### src/common/xform_pkg.sv
package xform_pkg;

    // fixed-point format
    localparam int FRAC_BITS = 8;               // q8.8
    localparam int FIX_W     = 16;              // coordinate width
    localparam int PROD_W    = 2 * FIX_W;       // full product width

    typedef logic signed [FIX_W-1:0]  fix16_t;  // one coordinate
    typedef logic signed [PROD_W-1:0] prod_t;   // untruncated product or sum

    typedef fix16_t [2:0] vec3_t;               // [0] x, [1] y, [2] z
    typedef fix16_t [3:0] quat_t;               // [0] real, [1] i, [2] j, [3] k

    // pipeline depths, all in advancing cycles
    localparam int QMUL_LAT  = 2;               // products, then sums
    localparam int LANE_LAT  = 1;
    localparam int ROT_LAT   = 2 * QMUL_LAT;    // q*v, then (q*v)*q'
    localparam int XFORM_LAT = LANE_LAT + ROT_LAT + LANE_LAT;

    typedef enum logic {
        LANE_MUL,                               // scale
        LANE_ADD                                // translate
    } lane_op_e;

    // hamilton product term signs, [component][term], 1 = subtract
    // term t of component r is a[t] * b[r ^ t]
    localparam logic [3:0][3:0] QMUL_NEG = {
        4'b0100,                                // k: + + - +
        4'b0010,                                // j: + - + +
        4'b1000,                                // i: + + + -
        4'b1110                                 // real: + - - -
    };

    // full signed product, no rounding
    function automatic prod_t fix_prod(input fix16_t a, input fix16_t b);
        return prod_t'(a) * prod_t'(b);         // sign-extended operands
    endfunction

    // back to q8.8, floor shift then drop high bits
    function automatic fix16_t fix_trunc(input prod_t p);
        return fix16_t'(p >>> FRAC_BITS);
    endfunction

endpackage

### src/hdl/vec_lane_op.sv
`timescale 1ns/100ps

module vec_lane_op import xform_pkg::*; #(
    parameter lane_op_e OP = LANE_MUL           // mul for scale, add for translate
) (
    input  logic  clk,
    input  logic  rst_n,
    input  logic  en,                           // global advance
    input  logic  valid_in,
    input  vec3_t a,                            // point
    input  vec3_t b,                            // scale or offset
    output logic  valid_out,
    output vec3_t y
);

    vec3_t y_d;                                 // next lane results

    // three independent lanes
    always_comb begin
        for (int i = 0; i < 3; i++) begin
            if (OP == LANE_MUL) begin
                y_d[i] = fix_trunc(fix_prod(a[i], b[i]));   // q8.8 product
            end else begin
                y_d[i] = a[i] + b[i];           // wraps on overflow
            end
        end
    end

    // single register stage, data has no reset
    always_ff @(posedge clk) begin
        if (en) begin
            y <= y_d;
        end
    end

    always_ff @(posedge clk or negedge rst_n) begin
        if (!rst_n) begin
            valid_out <= 1'b0;
        end else if (en) begin
            valid_out <= valid_in;              // bubbles move too
        end
    end

endmodule

### config.mk
export PLATFORM = sky130hd
export DESIGN_NAME = vec_lane_op
export DESIGN_NICKNAME = d
export VERILOG_FILES = /design/src/common/xform_pkg.sv /design/src/hdl/vec_lane_op.sv
export SDC_FILE = /design/constraint.sdc
export NUM_CORES = 2
export LEC_CHECK = 0
export BUFFER_PORTS_ARGS = -buffer_cell sky130_fd_sc_hd__buf_2
export CORE_MARGIN = 2
export CORE_UTILIZATION = 50
export DETAILED_ROUTE_END_ITERATION = 6
export PLACE_DENSITY = 0.68
export REMOVE_ABC_BUFFERS = 1
export SLEW_MARGIN = 10
export SYNTH_ARGS = -nofsm -noshare
export SYNTH_HDL_FRONTEND = slang
export SYNTH_SLANG_ARGS = --single-unit
### constraint.sdc
create_clock -name clk -period 0.8 [get_ports clk]
set_input_delay 0.08 -clock clk [delete_from_list [all_inputs] [get_ports clk]]
set_output_delay 0.08 -clock clk [all_outputs]
set_load 0.01 [all_outputs]
==> results.sh <==
export IMPL_run_status="finished, violations left"
export IMPL_failing_checks="negative setup slack"
export IMPL_stdcell_area_um2=29800
export IMPL_clock_insertion_delay_worst_skew_ns=0.32
export IMPL_initial_utilization_pct=50.7
export IMPL_slew_viol_final=0
export IMPL_required_ns=0.90
export IMPL_dp_worst_setup_slack_ns=-4.98
export IMPL_antenna_found_initial=4
export IMPL_routed_wirelength_um=59700
export IMPL_tritoncts="yes"
export IMPL_floorplan_die_width_um=221
export IMPL_critical_path_endpoint_type="register"
export IMPL_hpwl_um=50300
export IMPL_ys_ff_latch=49
export IMPL_synth_compound_gate_area_share_pct=2.72
export IMPL_die_height_um=221
export IMPL_synth_top_family_by_area="adder cells"
export IMPL_finalSetupViolations=97
export IMPL_detail_route_first_pass_iterations=5
export IMPL_area_after_dpl_um2=27400
export IMPL_grt_max_degree=19
export IMPL_ant_nets=0
export IMPL_core_area_um2=46600
export IMPL_maximum_capacitance_violations=0
export IMPL_htreeDepth=2
export IMPL_synth_lib_cells_used_distinct=55
export IMPL_yosys_area_share_xor_xnor_pct=3.93
export IMPL_pin_slew_with_the_least_headroom_to_its_limit_ns=0.476
export IMPL_post_synth_inst_count=2562
export IMPL_avgSynthCellArea_um2=9.21
export IMPL_worst_hold_class="in -> async"
export IMPL_gpl_final_weighted_congestion=0.899
export IMPL_synthesis_yosys_warnings=0
export IMPL_numPortBuffers=148
export IMPL_max_clock_path_buffers=2
export IMPL_regToRegSetupSlack_ns=0.06
export IMPL_multiplexer_fraction_of_the_synthesized_cell_area_pct=0.0477
export IMPL_wl_per_cell_um=16.5
export IMPL_detailroute_via_count=17874
export IMPL_r2r_start="valid_out$_DFFE_PN0P_"
export IMPL_post_synth_instance_area_um2=23600
export IMPL_yosys_area_top_type_share_pct=47.3
export IMPL_critPathCapture="y[28]$_DFFE_PP_"
export IMPL_period_share_pct=650
export IMPL_critical_path_max_fanout=5
export IMPL_tritoncts_buffers=5
export IMPL_start_kind="input port"
export IMPL_num_nets_final=3871
export IMPL_cts_sink_count=49
export IMPL_synth_seq_area_share_pct=6.21
export IMPL_gr_total_overflow=0
export IMPL_clock_tree_root_cell="clkbuf_16"
export IMPL_slew_headroom_pct=68.1
export IMPL_area_growth_pct=26.1
export IMPL_synth_simple_area_share_pct=15.7
export IMPL_grt_pass1_vias=20251
export IMPL_boundaryPins=149
export IMPL_fp_dieArea_um2=49000
export IMPL_drt_first_iter_violations=902
export IMPL_final_hold_violations=0
export IMPL_clkTransAtPathRegs_ns=0.09
export IMPL_synth_top_cells_by_area="fa_1 47%, inv_1 11%, ha_1 11%, and2_1 8.2%, edfxtp_1 6.1%"
export IMPL_post_synth_top_area_cell="fa_1"
export IMPL_fmax_ghz=0.192
export IMPL_grt_use_total_pct=25.5
export IMPL_grt_setup_unrepaired="true"
export IMPL_regToRegEndpoint="valid_out$_DFFE_PN0P_"
export IMPL_grt_pass1_wl_um=100000
export IMPL_cp_arrival_ns=5.31
export IMPL_worst_setup_path_startpoint="a[23]"
export IMPL_placementRows=79
export IMPL_r2r_worst_path_cells=1
export IMPL_timing_clock_skew_ns=0
export IMPL_post_route_drc_count=0
export IMPL_fin_crit_ns=5.20
export IMPL_least_setup_slack_across_all_paths_after_layout_ns=-4.40
export IMPL_via_per_inst=4.95
export IMPL_synth_adder_area_share_pct=58.5
export IMPL_final_layout_size_suffix_gt1_share_pct=25.8
export IMPL_critical_path_class="in -> reg"
## layout make-up
| type | count | area [um2] |
|---|---|---|
| antenna | 2 | 5.00 |
| clock buffer | 5 | 125 |
| clock inverter | 3 | 28.8 |
| fill | 3730 | 16800 |
| inverter | 717 | 2690 |
| multi-input combinational | 1702 | 20300 |
| sequential | 49 | 1470 |
| tap | 607 | 759 |
| timing repair buffer | 528 | 4350 |
## flip-flops by register name (all words and copies together), names as in the netlist
signal and cells:
valid_out 1, y 48
## logic make-up (layout without fill, tap and decap cells)
kind of cell,Yosys count,count (layout)
compound gates,78,78
xor+xnor,106,106
fa+ha+maj,768,768
buf+inv,811,1253
flops,49,49
mux,1,1
other cells,0,2
simple gates,749,749
## synth_stat cells (all sizes together)
| library cell | n |
|---|---|
| a31oi | 2 |
| and4 | 2 |
| a21boi | 2 |
| a221o | 1 |
| a2111oi | 2 |
| o211a | 1 |
| a41oi | 1 |
| dfrtp | 1 |
| nor3 | 5 |
| a31o | 1 |
| fa | 558 |
| xor2 | 25 |
| a221oi | 2 |
| o21ai | 12 |
| o41ai | 1 |
| inv | 717 |
| o21ba | 1 |
| a311oi | 2 |
| a21oi | 20 |
| xnor2 | 81 |
| or2 | 2 |
| and2 | 311 |
| nand2b | 13 |
| ha | 210 |
| o21a | 9 |
| edfxtp | 48 |
| and3 | 5 |
| mux2 | 1 |
| o22ai | 3 |
| and2b | 1 |
| a21o | 8 |
| nor2 | 45 |
| nand2 | 346 |
| nand3 | 7 |
| o31ai | 1 |
| or3 | 2 |
| clkbuf | 94 |
| a21bo | 1 |
| a211oi | 2 |
| o2111ai | 2 |
| o311ai | 1 |
| o21bai | 3 |
| nand4 | 8 |
| nor2b | 2 |
## through the flow
stage	hold WS (ns)	std cells	setup TNS, ns	util (%)
after CTS	0.0290	3601	-194.95	62.6
after global placement	-0.146	3560	-211.64	58.9
after detailed placement	-0.144	3560	-214.86	58.9
final	0.0489	3613	-194.82	63.9
after global routing	0.0437	3613	-203.31	63.9
after floorplan	-0.216	2468	-187.72	-
## worst min path at each step
| stage | from | to | slack, ns | depth (start not counted) |
|---|---|---|---|---|
| floorplan | rst_n | valid_out$_DFFE_PN0P_ | -0.22 | 0 |
| global placement | rst_n | valid_out$_DFFE_PN0P_ | -0.15 | 1 |
| detailed placement | rst_n | valid_out$_DFFE_PN0P_ | -0.14 | 1 |
| CTS | rst_n | valid_out$_DFFE_PN0P_ | 0.03 | 2 |
| global route | rst_n | valid_out$_DFFE_PN0P_ | 0.04 | 2 |
| finish | rst_n | valid_out$_DFFE_PN0P_ | 0.05 | 2 |
## repair_timing
| action | CTS | global route |
|---|---|---|
| buffers inserted | 34 | 23 |
| hold endpoints to repair | 2 | 0 |
| hold buffers | 2 | 0 |
| resized for setup | 315 | 138 |
| setup endpoints to repair | 97 | 97 |
| pin swaps | 155 | 94 |
## routing by layer
metal,wire (um),vias to the layer above,GRT usage (%)
li1,-,8196,-
met1,23700,9108,31.7
met2,31300,443,45.2
met3,2520,123,3.17
met4,2250,4,9.92
met5,19,-,0
## cells in the final DEF, fill, tap and decap left out, drive strengths merged, types with 3 or more instances in the layout
cell type and n:
and2 311, nor2 45, o21ai 12, nor3 5
buf 522, xnor2 81, a21o 8, o21a 9
ha 210, nand2b 13, a21oi 20, nand3 7
and3 5, nand2 346, inv 719, o21bai 3
fa 558, o22ai 3, xor2 25, clkbuf 9
nand4 8, edfxtp 48
## critical path, cell delays in order
cell      delay, ns
buf_8          0.10
and2_4         0.15
fa_1           0.52
inv_1          0.05
fa_1           0.46
fa_1           0.52
inv_2          0.05
fa_1           0.47
fa_1           0.55
inv_2          0.04
fa_1           0.51
inv_2          0.05
ha_4           0.23
and4_4         0.19
buf_6          0.12
a311oi_4       0.34
a21boi_4       0.11
a311oi_4       0.22
buf_6          0.17
o31ai_4        0.08
buf_4          0.14
xor2_1         0.15
Power is not shown: default switching activity piles up to over one toggle a cycle in this logic, so the estimate is an artifact.
